$ cat src/manycore_pkg.sv
/*
 * shared definitions for the manycore column slice
 * network widths, credit and buffer sizing
 * packet opcode and request/response payload types
 */

package manycore_pkg;

  // network widths
  localparam int data_width_lp    = 32;
  localparam int addr_width_lp    = 10;  // word address
  localparam int load_id_width_lp = 4;
  localparam int mask_width_lp    = data_width_lp / 8;

  // words in the tile data memory
  localparam int dmem_words_lp = 1 << addr_width_lp;

  // flow control
  localparam int max_credits_lp = 4;
  localparam int fifo_depth_lp  = max_credits_lp;  // no buffer can overflow

  // derived counter widths
  localparam int credit_width_lp     = $clog2(max_credits_lp + 1);
  localparam int fifo_ptr_width_lp   = $clog2(fifo_depth_lp);
  localparam int fifo_count_width_lp = $clog2(fifo_depth_lp + 1);

  typedef enum logic [0:0] {
    op_store = 1'b0,
    op_load  = 1'b1
  } packet_op_e;

  // request packet, 51 bits
  typedef struct packed {
    packet_op_e                  op;
    logic [addr_width_lp-1:0]    addr;
    logic [data_width_lp-1:0]    data;
    logic [mask_width_lp-1:0]    mask;
    logic [load_id_width_lp-1:0] load_id;
  } manycore_req_s;

  // response packet, 37 bits
  typedef struct packed {
    packet_op_e                  op;
    logic [data_width_lp-1:0]    data;
    logic [load_id_width_lp-1:0] load_id;
  } manycore_resp_s;

endpackage

$ cat src/manycore_packet_fifo.sv
/*
 * valid/ready packet buffer with a type-parameter payload
 * circular buffer, fixed depth from the package
 */

module manycore_packet_fifo
  import manycore_pkg::*;
#(
  parameter type payload_t = manycore_req_s
) (
  input  logic     clk,
  input  logic     rst_i,

  input  logic     v_i,
  input  payload_t data_i,
  output logic     ready_o,

  output logic     v_o,
  output payload_t data_o,
  input  logic     yumi_i
);

  payload_t mem_r [0:fifo_depth_lp-1];

  logic [fifo_ptr_width_lp-1:0]   wr_ptr_r;
  logic [fifo_ptr_width_lp-1:0]   rd_ptr_r;
  logic [fifo_count_width_lp-1:0] count_r;

  logic full;
  logic push;
  logic pop;

  assign full    = (count_r == fifo_count_width_lp'(fifo_depth_lp));
  assign ready_o = ~full | yumi_i;  // full buffer still takes a push on a pop
  assign push    = v_i & ready_o;
  assign pop     = yumi_i;

  assign v_o    = (count_r != '0);
  assign data_o = mem_r[rd_ptr_r];

  always_ff @(posedge clk) begin
    if (push) begin
      mem_r[wr_ptr_r] <= data_i;
    end
  end

  always_ff @(posedge clk) begin
    if (rst_i) begin
      wr_ptr_r <= '0;
      rd_ptr_r <= '0;
      count_r  <= '0;
    end else begin
      if (push) wr_ptr_r <= wr_ptr_r + 1'b1;  // depth is a power of two
      if (pop)  rd_ptr_r <= rd_ptr_r + 1'b1;
      case ({push, pop})
        2'b10:   count_r <= count_r + 1'b1;
        2'b01:   count_r <= count_r - 1'b1;
        default: count_r <= count_r;
      endcase
    end
  end

  // a packet offered to a full buffer needs a pop in the same cycle
  a_no_push_full: assert property (@(posedge clk) disable iff (rst_i)
    (v_i && full) |-> yumi_i);

  // consumer may only pop what it has seen valid
  a_no_pop_empty: assert property (@(posedge clk) disable iff (rst_i)
    yumi_i |-> v_o);

endmodule

$ cat config.mk
export PLATFORM = sky130hd
export DESIGN_NAME = manycore_packet_fifo
export DESIGN_NICKNAME = d
export VERILOG_FILES = /design/src/manycore_pkg.sv /design/src/manycore_packet_fifo.sv
export SDC_FILE = /design/constraint.sdc
export NUM_CORES = 1
export LEC_CHECK = 0
export ABC_AREA = 1
export BUFFER_PORTS_ARGS = -buffer_cell sky130_fd_sc_hd__clkbuf_2
export CAP_MARGIN = 20
export CORE_MARGIN = 2
export CORE_UTILIZATION = 50
export CTS_BUF_LIST = sky130_fd_sc_hd__clkbuf_16
export DETAILED_ROUTE_END_ITERATION = 7
export HOLD_SLACK_MARGIN = 0.02
export PLACE_DENSITY_LB_ADDON = 0.1
export SETUP_SLACK_MARGIN = 0.2
export SYNTH_ARGS = -nofsm -noshare
export SYNTH_HDL_FRONTEND = slang
export SYNTH_SLANG_ARGS = --single-unit
$ cat constraint.sdc
create_clock -name clk -period 5 [get_ports clk]
set_clock_uncertainty 0.05 [all_clocks]
set_input_delay 1 -clock clk [delete_from_list [all_inputs] [get_ports clk]]
set_output_delay 1 -clock clk [all_outputs]
set_load 0.01 [all_outputs]
==> summary.txt <==
Run status
  • Status: complete, no violations

Synth
  • Register area share after synthesis: 77.9%
  • Yosys cell types: 21
  • Ys flop type: edfxtp_1
  • Post-synth EDFFs: 204
  • Synth top area cells: edfxtp_1 76%, nor2_1 5.3%, o22ai_1 3.9%
  • Syn Area/Cell: 14.3 sq um
  • Async set-reset flop share out of synthesis: 0%
  • Post-synth top cells: 204 x edfxtp_1, 115 x nor2_1, 60 x o21ai_1, 51 x o22ai_1, 46 x o21ai_0
  • Area leader, netlist: edfxtp_1
  • FF+latch count, synth: 213
  • Count leader, synth: edfxtp_1
  • Post-Synthesis Cells: 566
  • YS warnings: 0
  • Synthesized cell area: 0.00809 sq mm
  • Synthesized Nets: 626
  • Area share of the largest cell type after synthesis: 75.7%

Pwr
  • Comb pwr share: 9.4%
  • Leakage power: 3.43 nW
  • Worst ir drop on vdd: 0.293 mV
  • PwrDens: 429 mW/mm^2
  • P_sw: 0.918 mW
  • Reg power frac: 50.7%
  • Switch share: 22.5%
  • Internal power: 3.16 mW
  • Clock power share: 39.9%

Clock network
  • Clk buf depth: 3
  • Clk Latency, worst-skew pair: 0.49 ns
  • Post-CTS sizing: 0
  • CTS root buffer: clkbuf_16
  • Post-CTS Repair Setup Buffers: 0
  • Clk pin slew, worst setup/hold paths: 0.06 ns
  • Clock sinks: 213
  • CTS tree: done
  • H-tree Lvls: 1
  • Post-CTS Hold Buffers: 0
  • TritonCTS Buffers: 23

Timing
  • Min Tclk post-route: 3.61 ns
  • Final setup viols: 0
  • Final Hold Slack: 0.430 ns
  • Final Cycle Share: 72.2%
  • Slew margin rel.: 26.4%
  • Endpoints failing hold: 0
  • Max Slew Vio Count: 0
  • Fmax: 277 MHz
  • Setup TNS Final: 0 ns
  • RSZ-0062 raised after global routing: false
  • Worst-margin pin slew: 1.10 ns

Global route
  • Initial antenna violation count: 0
  • First-pass GRT wire length: 26,200 um
  • Largest net degree at the start of global routing: 103
  • Gr usage total: 19.0%
  • Grt ovf: 0
  • Vias in the first global route: 5,086

Final layout
  • Share of layout cells above drive strength 1: 22.9%
  • Fin nets: 734
  • Layout fillers: 1,267
  • Final core occ: 60.2%
  • Area Growth Syn to Fin: 17.7%
  • # diodes: 0

Critical path
  • Crit Path Max Fanout: 52
  • Req. time, crit path: 3.95 ns
  • Critical Path End Type: output port
  • Startpoint types: flip-flop
  • Kind of critical path: flip-flop to output port
  • CP Data Arrival Time: 2.56 ns

Die
  • Core ar.: 0.0158 sq mm
  • Core Rows: 46
  • Die area: 0.0172 sq mm
  • Width of the die: 131 um
  • IO Count: 108
  • DIE HEIGHT: 131 um
  • Initial Utilization: 51.1%

Drt
  • Routed wire length: 16,300 um
  • Drt drc: 0
  • Drt first pass iters: 4
  • Via Count: 4,888
  • Via-to-Cell Ratio: 5.40
  • DR iter-0 viols: 351
  • WL per Instance: 18.0 um
  • Post-route antenna net violation count: 0

Hold path
  • Hold WC Path Type: flip-flop to flip-flop

Placement
  • I/O Buffers: 107
  • Dpl hpwl: 9120 um
  • Gpl congestion: 0.719

Flow run
  • MaxCap Viol Count: 0
==> layer usage <==
metal	part of all wire (%)	vias up	track usage (%)	routed length [um]
met5	0	-	0	0
li1	-	2316	-	-
met2	48	129	31.9	7780
met1	44	2414	25.5	7140
met4	2.0	0	4.65	330
met3	6.3	29	4.28	1030
==> final timing paths <==
kind,start,end,slack (ns),cells past startpoint
setup reg to reg,count_r[1],mem_r[3][33],2.86,5
setup / recovery,flip-flop,data_o[43],1.39,5
hold / removal,rd_ptr_r[1],flip-flop,0.43,1
hold reg to reg,rd_ptr_r[1],flip-flop,0.43,1
==> final cells by class <==
| type | instances | area (sq um) | area share, % |
|---|---|---|---|
| Clock inverter | 18 | 166 | 1.75 |
| Tap cell | 216 | 270 | 2.84 |
| Clock buffer | 23 | 576 | 6.04 |
| Inverter | 19 | 72.6 | 0.762 |
| Timing Repair Buffer | 115 | 633 | 6.65 |
| Multi-Input combinational cell | 302 | 1500 | 15.7 |
| Sequential cell | 213 | 6310 | 66.3 |
==> flip-flops by register name, summed over array words and instances, names as in the netlist, named ones only <==
| name | count |
|---|---|
| count_r | 3 |
| mem_r | 204 |
| rd_ptr_r | 2 |
| wr_ptr_r | 2 |
==> critical path, cell delays in order (launching register included) <==
cell and delay (ns):
dfxtp_2 0.30, buf_4 0.31, inv_2 0.78, o21ai_0 0.25, o22ai_1 0.25, clkbuf_2 0.18
==> power groups by stage <==
stage                     sequential (mW)  combinational (mW)  clock, mW
after CTS                            2.07               0.390       1.66
after detailed placement             2.11               0.388          0
after global placement               2.11               0.380          0
final                                2.07               0.383       1.63
after global routing                 2.08               0.427       1.74
after floorplan                      2.11               0.229          0
==> metrics by stage <==
| step | power (mW) | instances | worst slack (ns) | area, sq um |
|---|---|---|---|---|
| 2_1_floorplan | 2.34 | 566 | 1.04 | 8090 |
| 3_3_place_gp | 2.48 | 865 | 1.89 | 8780 |
| 3_5_place_dp | 2.50 | 865 | 1.90 | 8780 |
| 4_1_cts | 4.12 | 906 | 1.36 | 9530 |
| 5_1_grt | 4.24 | 906 | 1.17 | 9530 |
| 6_report | 4.08 | 906 | 1.39 | 9530 |
==> cell usage in the layout, fill, tap and decap left out <==
cell type | synthesis | layout
nand3_1 | 6 | 6
nor2_1 | 115 | 111
inv_1 | 17 | 24
dfxtp_2 | 0 | 1
o21ai_1 | 60 | 60
inv_2 | 2 | 1
a21boi_0 | 1 | 1
edfxtp_1 | 204 | 204
buf_12 | 0 | 3
buf_4 | 5 | 5
nand2_1 | 13 | 13
nor2_2 | 1 | 1
nand2_2 | 2 | 2
fa_1 | 1 | 1
clkbuf_16 | 0 | 23
ha_1 | 4 | 4
nor2_4 | 0 | 4
clkinvlp_4 | 0 | 5
bufinv_16 | 0 | 3
dfxtp_1 | 9 | 7
o22ai_1 | 51 | 51
o21ai_0 | 46 | 46
clkinv_1 | 0 | 2
dfxtp_4 | 0 | 1
clkbuf_2 | 2 | 107
clkinv_2 | 0 | 2
a21oi_1 | 2 | 2
==> cells by family after synthesis <==
family	after synthesis	synth area share (%)
flops	213	77.9
compound gates	160	10.7
simple gates	137	6.54
buf+inv	51	3.93
fa+ha+maj	5	0.866
Power figures use the tool's default switching activity.
