### src/manycore_pkg.sv
/*
 * shared definitions for the manycore column slice
 * network widths, credit and buffer sizing
 * packet opcode and request/response payload types
 */

package manycore_pkg;

  // network widths
  localparam int data_width_lp    = 32;
  localparam int addr_width_lp    = 10;  // word address
  localparam int load_id_width_lp = 4;
  localparam int mask_width_lp    = data_width_lp / 8;

  // words in the tile data memory
  localparam int dmem_words_lp = 1 << addr_width_lp;

  // flow control
  localparam int max_credits_lp = 4;
  localparam int fifo_depth_lp  = max_credits_lp;  // no buffer can overflow

  // derived counter widths
  localparam int credit_width_lp     = $clog2(max_credits_lp + 1);
  localparam int fifo_ptr_width_lp   = $clog2(fifo_depth_lp);
  localparam int fifo_count_width_lp = $clog2(fifo_depth_lp + 1);

  typedef enum logic [0:0] {
    op_store = 1'b0,
    op_load  = 1'b1
  } packet_op_e;

  // request packet, 51 bits
  typedef struct packed {
    packet_op_e                  op;
    logic [addr_width_lp-1:0]    addr;
    logic [data_width_lp-1:0]    data;
    logic [mask_width_lp-1:0]    mask;
    logic [load_id_width_lp-1:0] load_id;
  } manycore_req_s;

  // response packet, 37 bits
  typedef struct packed {
    packet_op_e                  op;
    logic [data_width_lp-1:0]    data;
    logic [load_id_width_lp-1:0] load_id;
  } manycore_resp_s;

endpackage

### src/manycore_io_loader.sv
/*
 * host-side loader
 * forms request packets from host commands, assigns load ids,
 * counts credits and returns load data to the host in order
 */

module manycore_io_loader
  import manycore_pkg::*;
(
  input  logic                        clk,
  input  logic                        rst_i,

  input  logic                        cmd_v_i,
  input  packet_op_e                  cmd_op_i,
  input  logic [addr_width_lp-1:0]    cmd_addr_i,
  input  logic [data_width_lp-1:0]    cmd_data_i,
  input  logic [mask_width_lp-1:0]    cmd_mask_i,
  output logic                        cmd_ready_o,

  output logic                        req_v_o,
  output manycore_req_s               req_data_o,
  input  logic                        req_ready_i,

  input  logic                        resp_v_i,
  input  manycore_resp_s              resp_data_i,
  output logic                        resp_ready_o,

  output logic                        resp_v_o,
  output logic [data_width_lp-1:0]    resp_data_o,
  output logic [load_id_width_lp-1:0] resp_load_id_o
);

  logic [credit_width_lp-1:0]  credit_r;
  logic [load_id_width_lp-1:0] load_id_r;

  logic          out_v_r;
  manycore_req_s out_data_r;

  logic                        host_v_r;
  logic [data_width_lp-1:0]    host_data_r;
  logic [load_id_width_lp-1:0] host_id_r;

  logic cmd_accept;

  // free credit and the output register empty or draining
  assign cmd_ready_o = (credit_r != '0) & (~out_v_r | req_ready_i);
  assign cmd_accept  = cmd_v_i & cmd_ready_o;

  assign req_v_o    = out_v_r;
  assign req_data_o = out_data_r;

  assign resp_ready_o = 1'b1;  // responses are never stalled

  always_ff @(posedge clk) begin
    if (rst_i) begin
      out_v_r <= 1'b0;
    end else if (cmd_accept) begin
      out_v_r <= 1'b1;
    end else if (req_ready_i) begin
      out_v_r <= 1'b0;
    end
  end

  always_ff @(posedge clk) begin
    if (cmd_accept) begin
      out_data_r <= '{
        op:      cmd_op_i,
        addr:    cmd_addr_i,
        data:    cmd_data_i,
        mask:    cmd_mask_i,
        load_id: (cmd_op_i == op_load) ? load_id_r : '0
      };
    end
  end

  always_ff @(posedge clk) begin
    if (rst_i) begin
      credit_r  <= credit_width_lp'(max_credits_lp);
      load_id_r <= '0;
    end else begin
      case ({cmd_accept, resp_v_i})
        2'b10:   credit_r <= credit_r - 1'b1;
        2'b01:   credit_r <= credit_r + 1'b1;
        default: credit_r <= credit_r;
      endcase
      if (cmd_accept && cmd_op_i == op_load) begin
        load_id_r <= load_id_r + 1'b1;  // wraps mod 16
      end
    end
  end

  // store acks only return a credit
  always_ff @(posedge clk) begin
    if (rst_i) begin
      host_v_r <= 1'b0;
    end else begin
      host_v_r <= resp_v_i & (resp_data_i.op == op_load);
    end
  end

  always_ff @(posedge clk) begin
    if (resp_v_i) begin
      host_data_r <= resp_data_i.data;
      host_id_r   <= resp_data_i.load_id;
    end
  end

  assign resp_v_o       = host_v_r;
  assign resp_data_o    = host_data_r;
  assign resp_load_id_o = host_id_r;

  a_credit_bound: assert property (@(posedge clk) disable iff (rst_i)
    credit_r <= credit_width_lp'(max_credits_lp));

  // every response must answer a packet still in flight
  a_resp_outstanding: assert property (@(posedge clk) disable iff (rst_i)
    resp_v_i |-> (credit_r != credit_width_lp'(max_credits_lp)));

endmodule

### config.mk
export PLATFORM = sky130hd
export DESIGN_NAME = manycore_io_loader
export DESIGN_NICKNAME = d
export VERILOG_FILES = /design/src/manycore_pkg.sv /design/src/manycore_io_loader.sv
export SDC_FILE = /design/constraint.sdc
export NUM_CORES = 1
export LEC_CHECK = 0
export ABC_AREA = 0
export BUFFER_PORTS_ARGS = -buffer_cell sky130_fd_sc_hd__buf_2
export CAP_MARGIN = 30
export CORE_MARGIN = 5
export CORE_UTILIZATION = 40
export DETAILED_ROUTE_END_ITERATION = 10
export GPL_TIMING_DRIVEN = 0
export PLACE_DENSITY = 0.74
export SLEW_MARGIN = 25
export SYNTH_ARGS = -nofsm -noshare
export SYNTH_HDL_FRONTEND = slang
export SYNTH_SLANG_ARGS = --single-unit
### constraint.sdc
create_clock -name clk -period 2.9 [get_ports clk]
set_input_delay 0.58 -clock clk [delete_from_list [all_inputs] [get_ports clk]]
set_output_delay 0.58 -clock clk [all_outputs]
set_load 0.03 [all_outputs]
==> results.sh, run 1 <==
export IMPL_endpoint_kind="flop"
export IMPL_viasPerCell=4.37
export IMPL_root_buffer="clkbuf_8"
export IMPL_netlist_cell_type_count=27
export IMPL_finalPower_w=0.00347
export IMPL_netlist_area_um2=3100
export IMPL_period_minus_slack_ns=2.21
export IMPL_grt_first_pass_wirelength_mm=10.5
export IMPL_worstSkewPairLatency_ns=0.35
export IMPL_max_cap_violations=0
export IMPL_r2r_slack_ns=0.80
export IMPL_cts_sinks=96
export IMPL_htreeDepth=3
export IMPL_critPathLaunch="resp_v_i"
export IMPL_ys_warn_count=0
export IMPL_clockBufferDepth=2
export IMPL_setup_viol_count_final=0
export IMPL_grt_overflow_total=0
export IMPL_dieArea_um2=9610
export IMPL_grt_pass1_vias=1970
export IMPL_dp_hpwl_mm=5.38
export IMPL_synth_main_ff_cell="edfxtp_1"
export IMPL_drc=0
export IMPL_power_density_nw_per_um2=794
export IMPL_post_cts_setup_buffer_count=0
export IMPL_worstPathArrival_ns=2.49
export IMPL_rsz0062_at_grt="false"
export IMPL_hold_class="in2reg"
export IMPL_std_cell_rows=32
export IMPL_die_x_um=98.0
export IMPL_finClkSkew_ns=0.00922
export IMPL_drv_slew=0
export IMPL_cp_endpoint="credit_r[2]"
export IMPL_tightest_slew_ns=0.842
export IMPL_io_pins=180
export IMPL_ctsHoldBuffers=0
export IMPL_crit_path_max_incr_delay_ns=0.64
export IMPL_r2r_start="credit_r[0]"
export IMPL_r2r_cells=8
export IMPL_nNetsFinal=422
export IMPL_slew_headroom_pct=43.8
export IMPL_syn_to_final_growth_pct=41.1
export IMPL_reg2reg_to="credit_r[2]"
export IMPL_finalHoldViolCount=0
export IMPL_holdPathStages=1
export IMPL_grt_antenna_before_repair=2
export IMPL_cts_tree="built"
export IMPL_grtUsageTotal_pct=14.4
export IMPL_setup_slack_ns=0.694
export IMPL_start_kind="input port"
export IMPL_drive_gt1_share_pct=59.1
export IMPL_ys_seq_area_share_pct=90.1
export IMPL_worstPathRequired_ns=3.18
export IMPL_portBuffers=177
export IMPL_setup_tns_final_ns=0
export IMPL_avgSynthCellArea_um2=22.0
export IMPL_p_leak_nw=1.88
export IMPL_fp_coreArea_um2=7650
export IMPL_syn_nets=233
export IMPL_clk_pin_slew_ns=0.10
export IMPL_cts_buffers=9
export IMPL_grt_max_degree=39
export IMPL_worstSetupPathType="in2reg"
export IMPL_outcome="finished clean"
export IMPL_detail_route_iter0_violations=58
export IMPL_wirelength_mm=6.95
export IMPL_synthCells=141
export IMPL_initial_core_util_pct=40.5
export IMPL_postRouteAntennaNets=0
export IMPL_crit_slowest_cell="buf_2"
export IMPL_gp_congestion=0.748
export IMPL_hold_slack_ns=0.398
export IMPL_crit_chain="buf_2 -> ha_1 -> inv_1 -> fa_1 -> xor2_1 -> or3_1 -> nand3_1"
export IMPL_drt_pass1_iterations=4
export IMPL_vias=1908
export IMPL_wl_per_cell_um=15.9
export IMPL_ctsResizeCount=0
export IMPL_path_max_fanout=38
export IMPL_fin_crit_sh_pct=76.1
export IMPL_ir_worst_vdd_mv=0.344
export IMPL_synth_seq_cells=96
export IMPL_antennaDiodeCount=0
export IMPL_synth_edf_count=87
export IMPL_die_h_um=98.0
export IMPL_ys_async_sr_fraction_pct=0
export IMPL_fmaxAchievable_mhz=453
export IMPL_dp_slack_ns=0.323
flip-flops by register name (all words and copies together), names as in the netlist:
| signal | flops |
|---|---|
| req_data_o | 51 |
| resp_data_o | 32 |
| load_id_r | 4 |
| resp_load_id_o | 4 |
| credit_r | 3 |
| req_v_o | 1 |
| resp_v_o | 1 |
how the worst min path moves through the flow:
stage	startpoint	endpoint	slack (ns)
after CTS	resp_data_i[27]	resp_data_o[23]	0.37
after detailed placement	load_id_r[1]	load_id_r[1]	0.50
final	resp_data_i[4]	resp_data_o[0]	0.40
after global routing	resp_data_i[1]	resp_load_id_o[1]	0.37
after floorplan	load_id_r[1]	load_id_r[1]	0.47
after global placement	load_id_r[1]	load_id_r[1]	0.50
kinds of logic (layout without fill, tap and decap cells):
kind of cell    after synthesis  after routing  share of synthesized area, %
xor+xnor                      2              2                         0.565
other cells                   1              1                         0.121
simple gates                 25             25                          4.84
flops                        96             96                          90.1
buf+inv                       5            199                         0.727
mux                           3              3                          1.05
compound gates                6              6                          1.13
fa+ha+maj                     3              3                          1.45
report_power, final:
part           leakage, nW  switching (W)  internal (W)
Sequential           0.918      0.0000559       0.00171
Combinational        0.845       0.000498      0.000195
Clock                0.114       0.000442      0.000573
Total                 1.88       0.000997       0.00248
placed cells by master, fill, tap and decap left out:
cell type     n
or3_1         2
nor4b_1       1
mux2_2        2
bufinv_16     3
nand3_1       3
a21oi_1       3
nand2_1       1
xor2_1        2
and2_1        4
dfxtp_1       9
inv_6         1
clkbuf_8      9
conb_1        1
buf_4         1
edfxtp_1     87
buf_12        1
clkinvlp_4    2
nor2b_1       3
or4_1         1
ha_1          2
or4b_1        1
fa_1          1
nor2_1        5
nor3_2        1
o31ai_1       2
or2b_1        1
clkbuf_1      1
and3_1        1
inv_1         2
nor4_1        1
o21ai_0       1
buf_2       177
mux2i_1       1
inv_2         1
clkinv_1      1
worst max-delay path: cells and delay by family:
family | cells | cell delay, ns
adders and majority gates | 2 | 0.67
buffers and inverters | 2 | 0.70
and+or+nand+nor | 2 | 0.38
xor gates and xnor gates | 1 | 0.16
routing by layer:
layer  global-route usage [%]  share of wire, %  routed length (um)  vias to the layer above
li1                         -                 -                   -                      915
met1                     15.4                35                2410                      882
met3                     5.43               8.1                 562                       23
met5                        0              0.33                  23                        -
met4                     6.50               2.7                 191                        4
met2                     25.1                54                3770                       84
cell usage after synthesis (all sizes together) (2+ instances only):
library cell	number	area share, %
edfxtp	87	84
dfxtp	9	5.8
nor2	5	0.61
and2	4	0.81
a21oi	3	0.48
inv	3	0.36
nand3	3	0.48
nor2b	3	0.61
ha	2	0.81
mux2	2	0.73
o31ai	2	0.48
or3	2	0.40
xor2	2	0.57
stage by stage:
| stage | area [um^2] | cells | util [%] |
|---|---|---|---|
| global route | 4370 | 437 | 57.2 |
| floorplan | 3100 | 141 | - |
| finish | 4370 | 437 | 57.2 |
| CTS | 4370 | 437 | 57.2 |
| global placement | 4110 | 420 | 53.8 |
| detailed placement | 4130 | 421 | 54.0 |
final cells by class:
class                           count  area (um^2)
Clock inverter                      7          118
Tap cell                          102          128
Timing Repair Buffer              178          906
Sequential cell                    96         2790
Multi-Input combinational cell     40          284
Clock buffer                        9          124
Buffer                              2         11.3
Fill cell                         623         3270
Inverter                            3         11.3
(Power assumes the default switching activity.)
==> run 2: changes to the inputs <==
ABC_AREA = 1   (was 0)
CORE_UTILIZATION = 39   (was 40)
PLACE_DENSITY = 0.76   (was 0.74)
clock period = 1.93 ns   (was 2.9 ns; I/O delays follow)
==> results.sh, run 2 <==
export IMPL_synth_edf_count=87
export IMPL_period_minus_slack_ns=1.80
export IMPL_io_pins=180
export IMPL_detail_route_iter0_violations=55
export IMPL_clockBufferDepth=2
export IMPL_holdPathStages=1
export IMPL_antennaDiodeCount=0
export IMPL_worstPathRequired_ns=2.16
export IMPL_netlist_cell_type_count=14
export IMPL_portBuffers=178
export IMPL_drive_gt1_share_pct=56.7
export IMPL_path_max_fanout=3
export IMPL_hold_class="in2reg"
export IMPL_setup_viol_count_final=0
export IMPL_crit_slowest_cell="fa_2"
export IMPL_start_kind="flop"
export IMPL_avgSynthCellArea_um2=19.5
export IMPL_design_area_um2=4360
export IMPL_syn_nets=251
export IMPL_p_leak_nw=1.95
export IMPL_cts_sinks=96
export IMPL_fin_crit_sh_pct=93.5
export IMPL_grt_antenna_before_repair=0
export IMPL_synthCells=159
export IMPL_largest_register_ffs=51
export IMPL_finClkSkew_ns=0.0113
export IMPL_drc=0
export IMPL_fp_coreArea_um2=7730
export IMPL_grt_first_pass_wirelength_mm=10.5
export IMPL_dieArea_um2=9810
export IMPL_dp_hpwl_mm=5.44
export IMPL_finalPower_w=0.00487
export IMPL_synth_area_top_cells="edfxtp_1, dfxtp_1, nand2_1"
export IMPL_grtUsageTotal_pct=14.0
export IMPL_yosysTopAreaCellShare_pct=84.5
export IMPL_synth_main_ff_cell="edfxtp_1"
export IMPL_grt_pass1_vias=2064
export IMPL_r2r_cells=9
export IMPL_outcome="finished clean"
export IMPL_die_x_um=99.1
export IMPL_viasPerCell=4.37
export IMPL_ys_async_sr_fraction_pct=0
export IMPL_ys_seq_area_share_pct=90.3
export IMPL_r2r_slack_ns=0.13
export IMPL_ir_worst_vdd_mv=0.539
export IMPL_min_from="cmd_data_i[15]"
export IMPL_setup_tns_final_ns=0
export IMPL_worstHoldEndpoint="req_data_o[23]"
export IMPL_wirelength_mm=6.87
export IMPL_grt_max_degree=39
export IMPL_fin_cells=455
export IMPL_worstSetupPathType="reg2reg"
export IMPL_clk_pin_slew_ns=0.09
export IMPL_final_common_cell="buf_2"
export IMPL_cts_buffers=9
export IMPL_drt_pass1_iterations=4
export IMPL_yosys_top_cells_count="edfxtp_1, nand2_1, inv_1"
export IMPL_die_h_um=99.1
export IMPL_worstPathArrival_ns=2.04
export IMPL_slew_headroom_pct=65.6
export IMPL_final_cell_mix="buf_2, edfxtp_1, nand2_1"
export IMPL_place_area_um2=4140
export IMPL_fmaxAchievable_mhz=554
export IMPL_htreeDepth=3
export IMPL_synth_most_common_cell="edfxtp_1"
export IMPL_dp_slack_ns=-0.358
export IMPL_endpoint_kind="flop"
export IMPL_initial_core_util_pct=40.0
export IMPL_syn_to_final_growth_pct=41.1
export IMPL_drv_slew=0
export IMPL_ys_warn_count=0
export IMPL_max_cap_violations=0
export IMPL_postRouteAntennaNets=0
export IMPL_vias=1989
export IMPL_worstSkewPairLatency_ns=0.34
export IMPL_nNetsFinal=441
export IMPL_gp_congestion=0.750
export IMPL_netlist_area_um2=3090
export IMPL_crit_path_frequent_cell="inv_1"
export IMPL_dp_cells=440
export IMPL_reg2reg_to="credit_r[1]"
export IMPL_ctsHoldBuffers=0
export IMPL_std_cell_rows=32
export IMPL_crit_chain="inv_1 -> nand2_1 -> and2_4 -> nand2_4 -> ha_1 -> inv_1 -> fa_2 -> o21ai_0 -> a21oi_1"
export IMPL_wl_per_cell_um=15.1
export IMPL_crit_path_max_incr_delay_ns=0.44
export IMPL_cts_tree="built"
export IMPL_setup_slack_ns=0.126
export IMPL_r2r_start="credit_r[1]"
export IMPL_power_density_nw_per_um2=1120
export IMPL_grt_overflow_total=0
export IMPL_finalHoldViolCount=0
export IMPL_synth_top_area_cell="edfxtp_1"
export IMPL_tightest_slew_ns=0.516
export IMPL_synth_seq_cells=96
export IMPL_root_buffer="clkbuf_8"
==> run 2: changes by cell type after synthesis, moves of 2 or more <==
cell / previous run / this run
o31ai_1: 2 / 0
mux2_2: 2 / 0
inv_1: 3 / 16
nor2b_1: 3 / 0
and2_1: 4 / 0
nand2_1: 1 / 18
nand3_1: 3 / 0
o21ai_0: 1 / 3
or3_1: 2 / 0
nand4_1: 0 / 2
nor2_1: 5 / 13
==> run 2: routing by layer <==
metal	global-route usage, %	part of all wire, %
met1	14.6	36
met2	25.8	53
met3	5.38	9.9
met4	4.41	0.87
met5	0	0
==> run 2: logic make-up (layout without fill, tap and decap cells) <==
| logic type | after synthesis | after routing | share of synthesized area, % |
|---|---|---|---|
| AO/OA/AOI/OAI | 6 | 6 | 0.971 |
| XOR/XNOR | 2 | 2 | 0.566 |
| adder cells (fa/ha/maj) | 3 | 3 | 1.46 |
| buffers and inverters | 17 | 211 | 2.18 |
| flip-flops | 96 | 96 | 90.3 |
| other | 1 | 1 | 0.121 |
| AND/OR/NAND/NOR | 34 | 34 | 4.41 |
==> run 2: metrics by stage <==
| step | utilization, % | hold slack [ns] |
|---|---|---|
| global route | 56.5 | 0.170 |
| CTS | 56.3 | 0.187 |
| finish | 56.5 | 0.209 |
| detailed placement | 53.6 | 0.503 |
| global placement | 53.4 | 0.481 |
| floorplan | - | 0.445 |
==> run 2: critical path: cells and delay by family, from the launching register on <==
kind,cells,cell delay [ns]
AND/OR/NAND/NOR,3,0.34
buffers and inverters,2,0.17
adder cells (fa/ha/maj),2,0.61
AO/OA/AOI/OAI,2,0.21
flip-flops,1,0.37
==> run 2: how the worst max path moves through the flow <==
stage                               end         from  depth (start not counted)  slack [ns]
after global routing        credit_r[1]  credit_r[1]                          9       -0.01
final                       credit_r[1]  credit_r[1]                          9        0.13
after floorplan           req_data_o[0]  req_ready_i                          5        0.02
after CTS                   credit_r[2]     resp_v_i                          8        0.02
after global placement    req_data_o[9]  req_ready_i                          6       -0.33
after detailed placement    credit_r[2]     resp_v_i                          8       -0.36
==> run 2: cell type report <==
| class | instances | area [um^2] |
|---|---|---|
| Buffer | 1 | 7.51 |
| Clock buffer | 10 | 128 |
| Clock inverter | 5 | 81.3 |
| Fill cell | 657 | 3360 |
| Inverter | 16 | 63.8 |
| Multi-Input combinational cell | 46 | 244 |
| Sequential cell | 96 | 2800 |
| Tap cell | 102 | 128 |
| Timing Repair Buffer | 179 | 913 |
==> run 2: where the power goes <==
part | internal (W) | leakage (nW) | switching (W)
combinational | 0.000260 | 0.926 | 0.000653
sequential | 0.00253 | 0.919 | 0.0000677
clock | 0.000726 | 0.103 | 0.000638
total | 0.00351 | 1.95 | 0.00136
==> run 2: what timing repair did <==
action	in CTS	in global routing
setup endpoints to repair	0	24
buffers inserted	0	0
gates resized for setup	0	4
